`config.mk`:
```
export PLATFORM = sky130hd
export DESIGN_NAME = backend
export DESIGN_NICKNAME = d
export VERILOG_FILES = /design/src/scpad_pkg.sv /design/src/backend_ctrl.sv /design/src/addr_map.sv /design/src/dram_read_req_queue.sv /design/src/scpad_write_path.sv /design/src/backend.sv
export VERILOG_INCLUDE_DIRS = /design/src
export SDC_FILE = /design/constraint.sdc
export NUM_CORES = 1
export LEC_CHECK = 0
export BUFFER_PORTS_ARGS = -buffer_cell sky130_fd_sc_hd__buf_2
export CORE_AREA = 4 4 233 235
export DETAILED_ROUTE_END_ITERATION = 16
export DIE_AREA = 0 0 237 239
export HOLD_SLACK_MARGIN = 0.1
export PLACE_DENSITY = 0.57
export SETUP_SLACK_MARGIN = 0.5
export SKIP_LAST_GASP = 1
export SYNTH_ARGS = -nofsm -noshare
export SYNTH_HDL_FRONTEND = slang
export SYNTH_SLANG_ARGS = --single-unit
```
`constraint.sdc`:
```
create_clock -name clk -period 2.94 [get_ports clk]
set_input_delay 0.294 -clock clk [delete_from_list [all_inputs] [get_ports clk]]
set_output_delay 0.294 -clock clk [all_outputs]
set_load 0.05 [all_outputs]
```
`src/scpad_cfg.svh`:
```
`ifndef SCPAD_CFG_SVH
`define SCPAD_CFG_SVH

// scratchpad geometry
`define SCPAD_BANKS 4
`define WORD_W      32
`define SLOT_W      8
`define BANK_W      ($clog2(`SCPAD_BANKS))

// tile limits, height in rows, width bounded by bank count
`define MAX_ROWS    8
`define DIM_W       ($clog2(`MAX_ROWS) + 1)

// dram side
`define DRAM_ADDR_W 32
`define ROW_BYTES   16
`define NBYTES_W    ($clog2(`ROW_BYTES) + 1)

// 16 ids, well above rows in flight
`define DRAM_ID_W   4
`define ID_COUNT    (1 << `DRAM_ID_W)

// outgoing read request fifo
`define Q_DEPTH     4

`endif

```
`src/scpad_pkg.sv`:
```
`include "scpad_cfg.svh"

package scpad_pkg;

    // plain vectors
    typedef logic [`WORD_W-1:0]      word_t;
    typedef word_t [`SCPAD_BANKS-1:0] row_data_t;
    typedef logic [`DRAM_ADDR_W-1:0] dram_addr_t;
    typedef logic [`SLOT_W-1:0]      slot_t;
    typedef logic [`DRAM_ID_W-1:0]   dram_id_t;
    typedef logic [`DIM_W-1:0]       dim_t;
    typedef logic [`SCPAD_BANKS-1:0] lane_mask_t;
    typedef logic [`BANK_W-1:0]      bank_t;
    typedef logic [`NBYTES_W-1:0]    nbytes_t;

    // tile load request from the scheduler
    typedef struct packed {
        dram_addr_t dram_addr;
        slot_t      spad_addr;
        dim_t       num_rows;
        dim_t       num_cols;
        // 0 = row orientation
        logic       row_or_col;
    } sched_req_t;

    typedef struct packed {
        slot_t spad_addr;
        dim_t  num_rows;
    } sched_rsp_t;

    // crossbar descriptor for one row write
    typedef struct packed {
        slot_t      slot;
        bank_t      shift;
        logic       col_mode;
        lane_mask_t lane_mask;
    } xbar_desc_t;

    typedef struct packed {
        dram_id_t   id;
        dram_addr_t dram_addr;
        nbytes_t    num_bytes;
    } dram_req_t;

    typedef struct packed {
        dram_id_t  id;
        row_data_t row_data;
    } dram_rsp_t;

    typedef struct packed {
        xbar_desc_t xbar_desc;
        row_data_t  row_data;
    } scpad_wr_t;

    typedef enum logic [1:0] {
        IDLE,
        ISSUE,
        DRAIN,
        RESPOND
    } ctrl_state_t;

endpackage

```
`src/backend_ctrl.sv`:
```
`timescale 1ns/1ps

module backend_ctrl
    import scpad_pkg::*;
(
    input  logic       clk,
    input  logic       n_rst,
    input  logic       sched_req_valid,
    input  sched_req_t sched_req,
    output logic       sched_req_ready,
    output logic       sched_rsp_valid,
    output sched_rsp_t sched_rsp,
    input  logic       sched_rsp_ready,
    input  logic       queue_full,
    input  logic       row_done,
    output logic       issue,
    output dram_id_t   uuid,
    output dim_t       row_idx,
    output sched_req_t cur_req
);

    ctrl_state_t state;
    ctrl_state_t nxt_state;
    dim_t        issued_cnt;
    dim_t        done_cnt;
    logic        req_accept;
    logic        last_issue;
    logic        last_done;

    // one tile at a time so ready only in idle
    assign sched_req_ready = (state == IDLE);
    assign req_accept      = sched_req_valid && sched_req_ready;

    // queue full is the only stall
    assign issue   = (state == ISSUE) && !queue_full;
    assign row_idx = issued_cnt;

    assign last_issue = issue && (issued_cnt == cur_req.num_rows - dim_t'(1));
    // look ahead on row_done so the response goes out the next cycle
    assign last_done  = (done_cnt == cur_req.num_rows) ||
                        (row_done && (done_cnt + dim_t'(1) == cur_req.num_rows));

    assign sched_rsp_valid     = (state == RESPOND);
    assign sched_rsp.spad_addr = cur_req.spad_addr;
    assign sched_rsp.num_rows  = cur_req.num_rows;

    always_comb begin
        nxt_state = state;
        case (state)
            IDLE:    if (req_accept) nxt_state = ISSUE;
            ISSUE:   if (last_issue) nxt_state = DRAIN;
            DRAIN:   if (last_done) nxt_state = RESPOND;
            RESPOND: if (sched_rsp_ready) nxt_state = IDLE;
            default: nxt_state = IDLE;
        endcase
    end

    always_ff @(posedge clk, negedge n_rst) begin
        if (!n_rst) begin
            state      <= IDLE;
            issued_cnt <= '0;
            done_cnt   <= '0;
            uuid       <= '0;
        end else begin
            state <= nxt_state;
            if (req_accept) begin
                issued_cnt <= '0;
                done_cnt   <= '0;
            end else begin
                // issue and completion counted apart so rows overlap
                if (issue) issued_cnt <= issued_cnt + dim_t'(1);
                if (row_done) done_cnt <= done_cnt + dim_t'(1);
            end
            // uuid keeps running across tiles and wraps at 16
            if (issue) uuid <= uuid + dram_id_t'(1);
        end
    end

    // latched tile request
    always_ff @(posedge clk) begin
        if (req_accept) cur_req <= sched_req;
    end

    // write path never retires a row that was not issued
    a_done_le_issued: assert property (
        @(posedge clk) disable iff (!n_rst) done_cnt <= issued_cnt);

    // write path must not report more rows than were asked for
    a_done_bounded: assert property (
        @(posedge clk) disable iff (!n_rst)
        (state != IDLE) |-> (done_cnt <= cur_req.num_rows));

endmodule

```
`src/addr_map.sv`:
```
`timescale 1ns/1ps
`include "scpad_cfg.svh"

module addr_map
    import scpad_pkg::*;
(
    input  sched_req_t cur_req,
    input  dim_t       row_idx,
    input  dram_id_t   uuid,
    output dram_req_t  dram_req,
    output xbar_desc_t xbar_desc
);

    dram_addr_t row_offset;
    lane_mask_t mask;

    // one dram beat per row, rows packed back to back
    assign row_offset = dram_addr_t'(row_idx) * dram_addr_t'(`ROW_BYTES);

    assign dram_req.id        = uuid;
    assign dram_req.dram_addr = cur_req.dram_addr + row_offset;
    // 4 bytes per word
    assign dram_req.num_bytes = nbytes_t'(cur_req.num_cols) << 2;

    // low num_cols lanes carry data
    always_comb begin
        for (int k = 0; k < `SCPAD_BANKS; k++) begin
            mask[k] = (k < int'(cur_req.num_cols));
        end
    end

    // swizzle policy
    // row r lands at base slot + r
    assign xbar_desc.slot      = cur_req.spad_addr + slot_t'(row_idx);
    // bank rotation by r mod 4 so consecutive rows start on different banks
    assign xbar_desc.shift     = bank_t'(row_idx);
    // scratchpad side decides the transpose from this flag
    assign xbar_desc.col_mode  = cur_req.row_or_col;
    assign xbar_desc.lane_mask = mask;

endmodule

```
`src/dram_read_req_queue.sv`:
```
`timescale 1ns/1ps
`include "scpad_cfg.svh"

module dram_read_req_queue
    import scpad_pkg::*;
(
    input  logic      clk,
    input  logic      n_rst,
    input  logic      push,
    input  dram_req_t push_req,
    output logic      full,
    output logic      be_dram_req_valid,
    output dram_req_t be_dram_req,
    input  logic      be_dram_req_ready
);

    dram_req_t                      mem [`Q_DEPTH];
    logic [$clog2(`Q_DEPTH)-1:0]    wr_ptr;
    logic [$clog2(`Q_DEPTH)-1:0]    rd_ptr;
    logic [$clog2(`Q_DEPTH+1)-1:0]  count;
    logic                           pop;

    assign full              = (count == ($clog2(`Q_DEPTH+1))'(`Q_DEPTH));
    assign be_dram_req_valid = (count != '0);
    // head entry, stable until dram takes it
    assign be_dram_req       = mem[rd_ptr];
    assign pop               = be_dram_req_valid && be_dram_req_ready;

    // pointers wrap naturally, depth is a power of two
    always_ff @(posedge clk, negedge n_rst) begin
        if (!n_rst) begin
            wr_ptr <= '0;
            rd_ptr <= '0;
            count  <= '0;
        end else begin
            if (push) wr_ptr <= wr_ptr + 1'b1;
            if (pop) rd_ptr <= rd_ptr + 1'b1;
            case ({push, pop})
                2'b10:   count <= count + 1'b1;
                2'b01:   count <= count - 1'b1;
                default: count <= count;
            endcase
        end
    end

    // storage
    always_ff @(posedge clk) begin
        if (push) mem[wr_ptr] <= push_req;
    end

    a_no_push_full: assert property (
        @(posedge clk) disable iff (!n_rst) !(push && full));

    // dram valid/ready rule, request held until taken
    a_req_held: assert property (
        @(posedge clk) disable iff (!n_rst)
        (be_dram_req_valid && !be_dram_req_ready) |=>
            (be_dram_req_valid && $stable(be_dram_req)));

endmodule

```
`src/scpad_write_path.sv`:
```
`timescale 1ns/1ps
`include "scpad_cfg.svh"

module scpad_write_path
    import scpad_pkg::*;
(
    input  logic       clk,
    input  logic       n_rst,
    input  logic       wr_en,
    input  dram_id_t   wr_id,
    input  xbar_desc_t wr_desc,
    input  logic       dram_be_res_valid,
    input  dram_rsp_t  dram_be_res,
    output logic       dram_be_res_ready,
    output logic       scpad_wr_valid,
    output scpad_wr_t  scpad_wr,
    input  logic       scpad_wr_ready,
    output logic       row_done
);

    // in-flight table, one descriptor per id
    xbar_desc_t            desc_tbl [`ID_COUNT];
    logic [`ID_COUNT-1:0]  tbl_valid;
    logic                  wr_xfer;

    // responses pass straight through to the scratchpad
    assign scpad_wr_valid     = dram_be_res_valid;
    assign scpad_wr.xbar_desc = desc_tbl[dram_be_res.id];
    assign scpad_wr.row_data  = dram_be_res.row_data;

    // scratchpad stall backs up into dram
    assign dram_be_res_ready = scpad_wr_ready;

    assign wr_xfer  = scpad_wr_valid && scpad_wr_ready;
    assign row_done = wr_xfer;

    always_ff @(posedge clk, negedge n_rst) begin
        if (!n_rst) begin
            tbl_valid <= '0;
        end else begin
            // retire first, a new entry on the same id wins
            if (wr_xfer) tbl_valid[dram_be_res.id] <= 1'b0;
            if (wr_en) tbl_valid[wr_id] <= 1'b1;
        end
    end

    always_ff @(posedge clk) begin
        if (wr_en) desc_tbl[wr_id] <= wr_desc;
    end

    // dram only answers ids that were issued and not yet retired
    a_rsp_id_known: assert property (
        @(posedge clk) disable iff (!n_rst)
        dram_be_res_valid |-> tbl_valid[dram_be_res.id]);

    // uuid wrap must not overrun a row still in flight
    a_no_overwrite: assert property (
        @(posedge clk) disable iff (!n_rst)
        wr_en |-> !tbl_valid[wr_id]);

endmodule

```
`src/backend.sv`:
```
`timescale 1ns/1ps

module backend
    import scpad_pkg::*;
(
    input  logic       clk,
    input  logic       n_rst,
    // scheduler
    input  logic       sched_req_valid,
    output logic       sched_req_ready,
    input  sched_req_t sched_req,
    output logic       sched_rsp_valid,
    input  logic       sched_rsp_ready,
    output sched_rsp_t sched_rsp,
    // dram
    output logic       be_dram_req_valid,
    input  logic       be_dram_req_ready,
    output dram_req_t  be_dram_req,
    input  logic       dram_be_res_valid,
    output logic       dram_be_res_ready,
    input  dram_rsp_t  dram_be_res,
    // scratchpad
    output logic       scpad_wr_valid,
    input  logic       scpad_wr_ready,
    output scpad_wr_t  scpad_wr
);

    logic       issue;
    logic       queue_full;
    logic       row_done;
    dram_id_t   uuid;
    dim_t       row_idx;
    sched_req_t cur_req;
    dram_req_t  row_req;
    xbar_desc_t row_desc;

    backend_ctrl u_ctrl (
        .clk             (clk),
        .n_rst           (n_rst),
        .sched_req_valid (sched_req_valid),
        .sched_req       (sched_req),
        .sched_req_ready (sched_req_ready),
        .sched_rsp_valid (sched_rsp_valid),
        .sched_rsp       (sched_rsp),
        .sched_rsp_ready (sched_rsp_ready),
        .queue_full      (queue_full),
        .row_done        (row_done),
        .issue           (issue),
        .uuid            (uuid),
        .row_idx         (row_idx),
        .cur_req         (cur_req)
    );

    // per-row address and swizzle
    addr_map u_addr_map (
        .cur_req   (cur_req),
        .row_idx   (row_idx),
        .uuid      (uuid),
        .dram_req  (row_req),
        .xbar_desc (row_desc)
    );

    dram_read_req_queue u_rd_req_q (
        .clk               (clk),
        .n_rst             (n_rst),
        .push              (issue),
        .push_req          (row_req),
        .full              (queue_full),
        .be_dram_req_valid (be_dram_req_valid),
        .be_dram_req       (be_dram_req),
        .be_dram_req_ready (be_dram_req_ready)
    );

    // descriptor parked at uuid in the same cycle as the push
    scpad_write_path u_wr_path (
        .clk               (clk),
        .n_rst             (n_rst),
        .wr_en             (issue),
        .wr_id             (uuid),
        .wr_desc           (row_desc),
        .dram_be_res_valid (dram_be_res_valid),
        .dram_be_res       (dram_be_res),
        .dram_be_res_ready (dram_be_res_ready),
        .scpad_wr_valid    (scpad_wr_valid),
        .scpad_wr          (scpad_wr),
        .scpad_wr_ready    (scpad_wr_ready),
        .row_done          (row_done)
    );

endmodule

```
==> impl_metrics.json, run 1 <==
{
  "run_status": "complete, no violations",
  "setup.reg_to_reg.worst_slack_ns": 0.68,
  "yosys_most_used_dff": "sky130_fd_sc_hd__edfxtp_1",
  "grt_pass1_wl_um": 64200,
  "synth_seq_cells": 466,
  "critical_path_buf_inv_count": 1,
  "path_delay_family": "multiplexers",
  "grt_overflow": 0,
  "synth.top_cells.by_area": "sky130_fd_sc_hd__edfxtp_1, sky130_fd_sc_hd__mux4_2, sky130_fd_sc_hd__mux4_1, sky130_fd_sc_hd__buf_4, sky130_fd_sc_hd__dfrtp_1",
  "worst-setup-path-type": "flop to primary output",
  "design.die.area_um2": 56600,
  "cell_internal_pwr_uw": 14300,
  "yosys.area.top_type_share": 0.682,
  "drt.antenna.violating_nets": 0,
  "hpwl_detailed_um": 25700,
  "most_common_cell_after_layout_fill_and_taps_aside": "sky130_fd_sc_hd__edfxtp_1",
  "final_max_slew_viol_count": 0,
  "synth-seq-area-share": 0.709,
  "netSwitchingPower_uw": 7060,
  "power.share.clock": 0.283,
  "worstPathArrival_ns": 2.19,
  "tritoncts": "done",
  "cts-buffers-inserted": 51,
  "worst_skew_pair.late_latency_ns": 0.59,
  "pin_count": 389,
  "synthesis.yosys.warnings": 0,
  "post_drt_wl_per_cell_um": 23.5,
  "asyncSetResetFlopFracSynth": 0.0451,
  "path_clk_slew_ns": 0.06,
  "fin_area_um2": 22600,
  "yosysTopAreaCell": "sky130_fd_sc_hd__edfxtp_1",
  "hold_path_startpoint": "be_dram_req_ready",
  "place_area_um2": 20300,
  "hold_path.class": "input port to flop",
  "netlist-cell-type-count": 47,
  "fp.coreArea_um2": 52200,
  "htreeDepth": 2,
  "grt_setup_unrepaired": "true",
  "cts-root-to-sink-buffers": 3,
  "initial_utilization": 0.375,
  "timing.critical_path.required_ns": 2.65,
  "peakVddDrop_mv": 0.604,
  "postSynthCellCount": 1000,
  "detailedRoute.firstIterationViolations": 669,
  "maxCapViolCount": 0,
  "syn2layout_area_growth_pct": 15.4,
  "power.leakage_uw": 0.00767,
  "post-route-min-period_ns": 2.48,
  "die_w_um": 237,
  "crit-reg2reg-launch": "u_ctrl.state[1]",
  "cpMaxStageDelayCell": "sky130_fd_sc_hd__mux4_2",
  "detail_route.first_pass.iterations": 4,
  "setup_violations": 0,
  "whs_endpoint": "u_rd_req_q.rd_ptr[0]",
  "cp-end-kind": "primary output",
  "power_frac_comb": 0.282,
  "route.vias.total": 9307,
  "grt_antenna_before_repair": 0,
  "fin_setup_tns_ns": 0,
  "hold_violations": 0,
  "r2r-end": "u_wr_path.desc_tbl[1][8]",
  "vias_in_the_first_global_route": 9790,
  "final_layout_size_suffix_gt1_frac": 0.334,
  "ctsRootBufferMaster": "sky130_fd_sc_hd__clkbuf_16",
  "cpMostUsedCell": "sky130_fd_sc_hd__mux4_2",
  "worstPathCellList": "mux4_2, mux4_2, buf_8",
  "timing.hold.ws_ns": 0.148,
  "antenna-diode-count": 0,
  "gpl.final_weighted_congestion": 0.710,
  "cp_max_fo": 1,
  "portion_of_total_power_attributed_to_sequential_cells": 0.435,
  "rows": 84,
  "mappedNetlistArea_um2": 19600,
  "num-nets-final": 1327,
  "route.detailed.vias_per_inst": 5.07,
  "total_power_uw": 21400,
  "reg2reg_depth": 8,
  "vertical_die_dimension_um": 239,
  "gr-usage-all-layers": 0.151,
  "max_clock_freq_mhz": 403,
  "critical_path.startpoint_type": "flop",
  "finalCritPeriodShare": 0.843,
  "postSynthAreaPerCell_um2": 19.6,
  "drc_errors": 0,
  "skew_ns": 0.0222,
  "layout.cells.most_common_list": "sky130_fd_sc_hd__edfxtp_1, sky130_fd_sc_hd__buf_2, sky130_fd_sc_hd__mux4_2, sky130_fd_sc_hd__dlygate4sd3_1, sky130_fd_sc_hd__clkbuf_16",
  "worst_tran_pin_value_ns": 0.729,
  "numClockSinks": 466,
  "synth-edff-count": 445,
  "route.final.wire_length_um": 43200,
  "timing.critical_path.slowest_cell_delay_ns": 0.57,
  "port_buffers": 130,
  "cellPowerDensity_nw_per_um2": 946,
  "power.share.switching": 0.330,
  "max_slew_margin": 0.511,
  "largest_net_degree_at_the_start_of_global_routing": 61,
  "hold-path-cell-count": 3
}
timing repair:
item                                   CTS  global route
setup buffers                            2             8
setup endpoints to repair              170            92
endpoints found under the hold margin   72             0
hold buffers                            53             0
pin swaps                                0             7
resized for setup                       75            18
layer usage:
layer  track usage  share of wire  up-vias
li1              -              -     3987
met1         0.205           0.42     4884
met2         0.233           0.47      383
met3        0.0553          0.083       53
met4        0.0359          0.018        0
met5       0.00505              0        -
synthesized netlist by cell type, types with 2 or more instances:
cell type	n
sky130_fd_sc_hd__or3_1	3
sky130_fd_sc_hd__and3_1	2
sky130_fd_sc_hd__a31oi_1	2
sky130_fd_sc_hd__or2_2	2
sky130_fd_sc_hd__a21oi_1	4
sky130_fd_sc_hd__edfxtp_1	445
sky130_fd_sc_hd__and2_1	6
sky130_fd_sc_hd__a21o_1	3
sky130_fd_sc_hd__nand3_1	13
sky130_fd_sc_hd__fa_1	3
sky130_fd_sc_hd__ha_1	24
sky130_fd_sc_hd__buf_6	5
sky130_fd_sc_hd__clkbuf_1	15
sky130_fd_sc_hd__mux4_2	69
sky130_fd_sc_hd__nor3_1	8
sky130_fd_sc_hd__xor2_1	23
sky130_fd_sc_hd__buf_2	6
sky130_fd_sc_hd__o21ai_0	6
sky130_fd_sc_hd__dfrtp_1	21
sky130_fd_sc_hd__inv_1	25
sky130_fd_sc_hd__nor2b_1	4
sky130_fd_sc_hd__nand2_1	21
sky130_fd_sc_hd__mux2i_1	2
sky130_fd_sc_hd__and4_1	2
sky130_fd_sc_hd__nand4_1	8
sky130_fd_sc_hd__mux4_1	45
sky130_fd_sc_hd__buf_4	144
sky130_fd_sc_hd__nor2_1	30
sky130_fd_sc_hd__nand2b_1	3
sky130_fd_sc_hd__buf_1	4
sky130_fd_sc_hd__xnor2_1	36
per-stage QoR:
stage          cells  setup WS [ns]   util
2_1_floorplan   1001          0.588      -
3_3_place_gp    1684          0.464  0.388
3_5_place_dp    1684          0.429  0.388
4_1_cts         1828          0.409  0.430
5_1_grt         1836          0.395  0.433
6_report        1836          0.461  0.433
worst reg2reg max path, delay by kind of cell (launching register included):
kind / cells / cell delay [ns]
buffers and inverters: 4 / 0.72
adder cells (fa/ha/maj): 1 / 0.17
flip-flops: 1 / 0.41
AO/OA/AOI/OAI: 1 / 0.34
AND/OR/NAND/NOR: 2 / 0.27
flip-flops by register name, indices dropped and copies added (netlist names):
register            cells
u_rd_req_q.count        3
u_wr_path.desc_tbl    240
u_rd_req_q.wr_ptr       2
u_rd_req_q.rd_ptr       2
u_ctrl.cur_req         49
u_ctrl.done_cnt         4
u_ctrl.uuid             4
u_rd_req_q.mem        156
u_ctrl.row_idx          4
u_ctrl.state            2
area by class of cell:
| cell class | instances | area [um2] |
|---|---|---|
| clock buffer | 64 | 1350 |
| clock inverter | 25 | 244 |
| fill | 4533 | 29600 |
| inverter | 25 | 93.8 |
| multi-input combinational | 334 | 4350 |
| sequential | 466 | 13900 |
| tap | 688 | 861 |
| timing repair buffer | 234 | 1820 |
kinds of logic (layout without fill, tap and decap cells):
group	count (synthesis)	after routing	synth area share
adder cells (fa/ha/maj)	27	27	0.0184
XOR/XNOR	59	59	0.0264
multiplexers	117	117	0.141
AND/OR/NAND/NOR	106	106	0.0276
other	1	2	0.000191
flip-flops	466	466	0.709
buffers and inverters	201	348	0.0698
AO/OA/AOI/OAI	23	23	0.00785
worst max path at each step:
stage	startpoint	endpoint	depth (start not counted)
2_1_floorplan	u_ctrl.state[1]	u_rd_req_q.mem[1][0]	7
3_3_place_gp	dram_be_res[128]	scpad_wr[141]	5
3_5_place_dp	u_ctrl.row_idx[1]	u_wr_path.desc_tbl[2][12]	6
4_1_cts	u_wr_path.desc_tbl[15][6]	scpad_wr[134]	3
5_1_grt	u_wr_path.desc_tbl[15][10]	scpad_wr[138]	3
6_report	u_wr_path.desc_tbl[15][6]	scpad_wr[134]	3
power by group through the flow:
stage,clock [uW],sequential (uW),combinational (uW)
after global routing,6550,9400,6500
after floorplan,0,9240,4660
after detailed placement,0,9460,5840
after CTS,6260,9310,6050
final,6060,9300,6040
after global placement,0,9420,5780
(Power assumes the default switching activity.)
==> run 2: changes to the inputs <==
==> constraint.sdc (replaced) <==
create_clock -name clk -period 2.2 [get_ports clk]
set_input_delay 0.22 -clock clk [delete_from_list [all_inputs] [get_ports clk]]
set_output_delay 0.22 -clock clk [all_outputs]
set_load 0.05 [all_outputs]
==> impl_metrics.json, run 2 (synthesis gave the netlist of run 1 again) <==
{
  "run_status": "complete, but fails checks",
  "violations": "negative setup slack",
  "worst-setup-path-type": "flop to primary output",
  "place_area_um2": 21200,
  "hpwl_detailed_um": 27300,
  "worstPathCellList": "mux4_2, mux4_2, buf_8",
  "rows": 84,
  "register_with_the_most_flip_flops": "u_wr_path.desc_tbl",
  "design.die.area_um2": 56600,
  "power.leakage_uw": 0.00899,
  "die_w_um": 237,
  "path_delay_family": "multiplexers",
  "largest_register_ffs": 240,
  "hold_violations": 0,
  "worst_skew_pair.late_latency_ns": 0.57,
  "route.final.wire_length_um": 48200,
  "gr-usage-all-layers": 0.163,
  "htreeDepth": 2,
  "vertical_die_dimension_um": 239,
  "grt_setup_unrepaired": "true",
  "most_common_cell_after_layout_fill_and_taps_aside": "sky130_fd_sc_hd__edfxtp_1",
  "cp_max_fo": 1,
  "drc_errors": 0,
  "detail_route.first_pass.iterations": 7,
  "path_clk_slew_ns": 0.06,
  "placed_cells": 1711,
  "post_place_setup_slack_ns": -0.142,
  "tritoncts": "done",
  "final_max_slew_viol_count": 0,
  "detailedRoute.firstIterationViolations": 549,
  "timing.critical_path.required_ns": 1.98,
  "cpMostUsedCell": "sky130_fd_sc_hd__mux4_2",
  "vias_in_the_first_global_route": 10500,
  "antenna-diode-count": 0,
  "peakVddDrop_mv": 0.919,
  "maxCapViolCount": 0,
  "setup_ws_ns": -0.177,
  "route.detailed.vias_per_inst": 5.04,
  "final_layout_size_suffix_gt1_frac": 0.478,
  "critical_path.startpoint_type": "flop",
  "numClockSinks": 466,
  "post_drt_wl_per_cell_um": 24.5,
  "timing.critical_path.slowest_cell_delay_ns": 0.55,
  "max_clock_freq_mhz": 421,
  "fp.coreArea_um2": 52200,
  "post-route-min-period_ns": 2.38,
  "route.vias.total": 9902,
  "cts-buffers-inserted": 49,
  "syn2layout_area_growth_pct": 32.5,
  "num-nets-final": 1455,
  "max_slew_margin": 0.619,
  "critical_path_buf_inv_count": 1,
  "initial_utilization": 0.375,
  "gpl.final_weighted_congestion": 0.725,
  "cpMaxStageDelayCell": "sky130_fd_sc_hd__mux4_2",
  "pin_count": 389,
  "crit-reg2reg-launch": "u_ctrl.state[1]",
  "grt_overflow": 0,
  "worstPathArrival_ns": 2.16,
  "worst_tran_pin_value_ns": 0.570,
  "skew_ns": 0.0156,
  "largest_net_degree_at_the_start_of_global_routing": 41,
  "critical_path_origin": "u_wr_path.desc_tbl[12][7]",
  "setup_violations": 273,
  "finalCritPeriodShare": 1.08,
  "fin_area_um2": 26000,
  "layoutNonFillerInstCount": 1966,
  "drt.antenna.violating_nets": 0,
  "cellPowerDensity_nw_per_um2": 1290,
  "grt_pass1_wl_um": 69100,
  "biggestRegsByFlops": "u_wr_path.desc_tbl: 240 flops, u_rd_req_q.mem: 156 flops, u_ctrl.cur_req: 49 flops",
  "ctsRootBufferMaster": "sky130_fd_sc_hd__clkbuf_16",
  "layout.cells.most_common_list": "sky130_fd_sc_hd__edfxtp_1, sky130_fd_sc_hd__mux4_2, sky130_fd_sc_hd__buf_6, sky130_fd_sc_hd__buf_2, sky130_fd_sc_hd__clkbuf_16",
  "hold_path.class": "input port to asynchronous set/reset pin",
  "cp-end-kind": "primary output",
  "grt_antenna_before_repair": 0,
  "cts-root-to-sink-buffers": 3,
  "port_buffers": 130
}
[run 2: changes by cell type in the layout (fill, tap and decap cells not counted), moves of 11 or more]
cell,before,now
sky130_fd_sc_hd__buf_6,6,84
sky130_fd_sc_hd__buf_12,9,53
sky130_fd_sc_hd__buf_2,115,74
sky130_fd_sc_hd__nor2_1,29,9
sky130_fd_sc_hd__buf_8,11,30
sky130_fd_sc_hd__xnor2_1,33,16
sky130_fd_sc_hd__nor2_4,0,16
sky130_fd_sc_hd__clkbuf_16,52,64
sky130_fd_sc_hd__xnor2_4,1,13
sky130_fd_sc_hd__inv_1,25,14
[run 2: final timing paths]
| kind | slack [ns] | depth (start not counted) | end |
|---|---|---|---|
| setup / recovery | -0.18 | 3 | scpad_wr[135] |
| max in group asynchronous | 1.63 | 2 | u_ctrl.row_idx[0] |
| hold / removal | 0.17 | 2 | u_ctrl.done_cnt[2] |
| hold reg to reg | 0.51 | 0 | u_rd_req_q.mem[1][6] |
| min in group clk | 0.19 | 3 | u_ctrl.done_cnt[3] |
| setup reg to reg | -0.12 | 13 | u_rd_req_q.mem[3][28] |
[run 2: what timing repair did]
action                                  CTS  global route
endpoints found under the setup margin  672           737
endpoints found under the hold margin    74             0
gates resized for setup                 241           125
pin swaps                                33            32
setup buffers                            60            23
hold buffers                             54             0
cloned                                   10            19
[run 2: per-stage QoR]
stage | power [uW] | TNS (ns) | utilization | hold slack, ns
2_1_floorplan | 19000 | 0 | - | -0.0756
3_3_place_gp | 21300 | -0.587 | 0.405 | 0.249
3_5_place_dp | 21400 | -5.65 | 0.405 | 0.248
4_1_cts | 32300 | -8.89 | 0.476 | 0.158
5_1_grt | 35100 | -38.67 | 0.497 | 0.199
6_report | 33600 | -12.92 | 0.497 | 0.166
[run 2: power by group]
part | internal, uW | total (uW) | switching (uW)
registers | 11800 | 12300 | 570
logic | 6190 | 13100 | 6860
clock network | 4920 | 8210 | 3290
[run 2: area by class of cell]
cell class	count	area, um2
fill	4177	26300
timing repair buffer	363	4310
timing repair inverter	1	7.51
clock buffer	63	1320
multi-input combinational	334	5200
tap	688	861
clock inverter	26	272
sequential	466	13900
inverter	25	103
[run 2: per-layer routing]
layer	routed length, um	GRT usage	vias to the layer above
met2	23900	0.268	373
met3	3470	0.0510	56
met1	19900	0.215	5217
met4	831	0.0377	0
li1	-	-	4256
met5	0	0.00337	-
==> run 3: changes to the inputs <==
--- a/config.mk
+++ b/config.mk
@@ -12,6 +12,7 @@
 export DIE_AREA = 0 0 237 239
 export HOLD_SLACK_MARGIN = 0.1
 export PLACE_DENSITY = 0.57
+export RECOVER_POWER = 100
 export SETUP_SLACK_MARGIN = 0.5
 export SKIP_LAST_GASP = 1
 export SYNTH_ARGS = -nofsm -noshare
==> impl_metrics.json, run 3 (synthesis gave the netlist of run 1 again) <==
{
  "design.die.area_um2": 56600,
  "fp.coreArea_um2": 52200,
  "whs_endpoint": "u_ctrl.cur_req[20]",
  "hold_path_startpoint": "sched_req[20]",
  "timing.critical_path.slowest_cell_delay_ns": 0.55,
  "cpMaxStageDelayCell": "sky130_fd_sc_hd__mux4_2",
  "grt_antenna_before_repair": 0,
  "finalCritPeriodShare": 1.09,
  "final_max_slew_viol_count": 0,
  "post_place_setup_slack_ns": -0.142,
  "ctsRootBufferMaster": "sky130_fd_sc_hd__clkbuf_16",
  "setup.reg_to_reg.worst_slack_ns": -0.13,
  "route.final.wire_length_um": 48200,
  "critical_path_buf_inv_count": 1,
  "post-route-min-period_ns": 2.39,
  "r2r-end": "u_rd_req_q.mem[3][28]",
  "max_slew_margin": 0.134,
  "antenna-diode-count": 0,
  "critical_path.startpoint_type": "flop",
  "worst_tran_pin_value_ns": 1.30,
  "route.vias.total": 9926,
  "initial_utilization": 0.375,
  "final_layout_size_suffix_gt1_frac": 0.444,
  "max_clock_freq_mhz": 419,
  "worstPathArrival_ns": 2.17,
  "cp-end-kind": "primary output",
  "grt_setup_unrepaired": "true",
  "cp_max_fo": 1,
  "worst-setup-path-type": "flop to primary output",
  "cellPowerDensity_nw_per_um2": 1290,
  "detailedRoute.firstIterationViolations": 619,
  "fill_cells": 4218,
  "setup_ws_ns": -0.189,
  "biggestRegsByFlops": "u_wr_path.desc_tbl: 240 flops, u_rd_req_q.mem: 156 flops, u_ctrl.cur_req: 49 flops",
  "port_buffers": 130,
  "run_status": "complete, but fails checks",
  "largest_register_ffs": 240,
  "cts-root-to-sink-buffers": 3,
  "maxCapViolCount": 0,
  "largest_net_degree_at_the_start_of_global_routing": 41,
  "hold-path-cell-count": 2,
  "cts-buffers-inserted": 49,
  "skew_ns": 0.0139,
  "syn2layout_area_growth_pct": 31.2,
  "fin_setup_tns_ns": -24.47,
  "post_drt_wl_per_cell_um": 24.5,
  "drt.antenna.violating_nets": 0,
  "worstPathCellList": "mux4_2, mux4_2, buf_8",
  "drc_errors": 0,
  "gpl.final_weighted_congestion": 0.725,
  "most_common_cell_after_layout_fill_and_taps_aside": "sky130_fd_sc_hd__edfxtp_1",
  "timing.critical_path.required_ns": 1.98,
  "path_clk_slew_ns": 0.06,
  "reg2reg_depth": 13,
  "rows": 84,
  "grt_pass1_wl_um": 69100,
  "hold_path.class": "input port to flop",
  "path_delay_family": "multiplexers",
  "grt_overflow": 0,
  "peakVddDrop_mv": 0.915,
  "tritoncts": "done",
  "worst_skew_pair.late_latency_ns": 0.57,
  "power.leakage_uw": 0.00886,
  "hpwl_detailed_um": 27300,
  "hold_violations": 0,
  "die_w_um": 237,
  "numClockSinks": 466,
  "route.detailed.vias_per_inst": 5.05,
  "crit-reg2reg-launch": "u_ctrl.state[1]",
  "violations": "negative setup slack",
  "gr-usage-all-layers": 0.163,
  "vertical_die_dimension_um": 239,
  "htreeDepth": 2,
  "register_with_the_most_flip_flops": "u_wr_path.desc_tbl",
  "pin_count": 389,
  "cpMostUsedCell": "sky130_fd_sc_hd__mux4_2",
  "detail_route.first_pass.iterations": 5,
  "vias_in_the_first_global_route": 10500,
  "layoutNonFillerInstCount": 1966,
  "placed_cells": 1711,
  "layout.cells.most_common_list": "sky130_fd_sc_hd__edfxtp_1, sky130_fd_sc_hd__mux4_2, sky130_fd_sc_hd__buf_6, sky130_fd_sc_hd__clkbuf_16",
  "setup_violations": 431,
  "num-nets-final": 1455,
  "timing.hold.ws_ns": 0.351
}
-- run 3: report_power, final --
part,internal [uW],switching [uW]
Combinational,5790,6790
Clock,4920,3300
Sequential,11800,559
Total,22500,10700
-- run 3: worst max path at each step --
stage | startpoint | end | cells after the start
after floorplan | u_ctrl.state[1] | u_rd_req_q.count[2] | 13
after global placement | u_ctrl.row_idx[1] | u_rd_req_q.mem[0][19] | 8
after detailed placement | u_ctrl.row_idx[0] | u_rd_req_q.mem[0][19] | 8
after CTS | u_wr_path.desc_tbl[3][6] | scpad_wr[134] | 3
after global routing | u_ctrl.state[1] | u_rd_req_q.mem[3][28] | 13
final | u_wr_path.desc_tbl[12][7] | scpad_wr[135] | 3
-- run 3: final cells by class --
cell class	instances	area (um2)	area share
flip-flops and latches	466	13900	0.540
multi-input cells	334	5110	0.199
repair buffers	363	4160	0.162
clock buffers	63	1320	0.0514
well taps	688	861	0.0335
clock inverters	26	272	0.0106
inverters	25	97.6	0.00379
repair inverters	1	5.00	0.000195
-- run 3: layer usage --
metal	GRT usage	routed length, um	vias up
met5	0.00337	0	-
met4	0.0377	852	0
met3	0.0510	3360	59
met2	0.268	24000	386
met1	0.215	20000	5224
li1	-	-	4257
-- run 3: what timing repair did --
| item | in CTS | in global routing |
|---|---|---|
| hold endpoints to repair | 74 | 0 |
| pin swaps | 33 | 32 |
| resized for setup | 241 | 125 |
| setup buffers | 60 | 23 |
| cloned | 10 | 19 |
| setup endpoints to repair | 672 | 737 |
| hold buffers | 54 | 0 |
-- run 3: per-stage QoR --
step / area [um2] / util / power, uW
detailed placement: 21200 / 0.405 / 21400
global route: 25700 / 0.492 / 34600
global placement: 21200 / 0.405 / 21300
CTS: 24900 / 0.476 / 32300
floorplan: 20000 / - / 19000
finish: 25700 / 0.492 / 33100
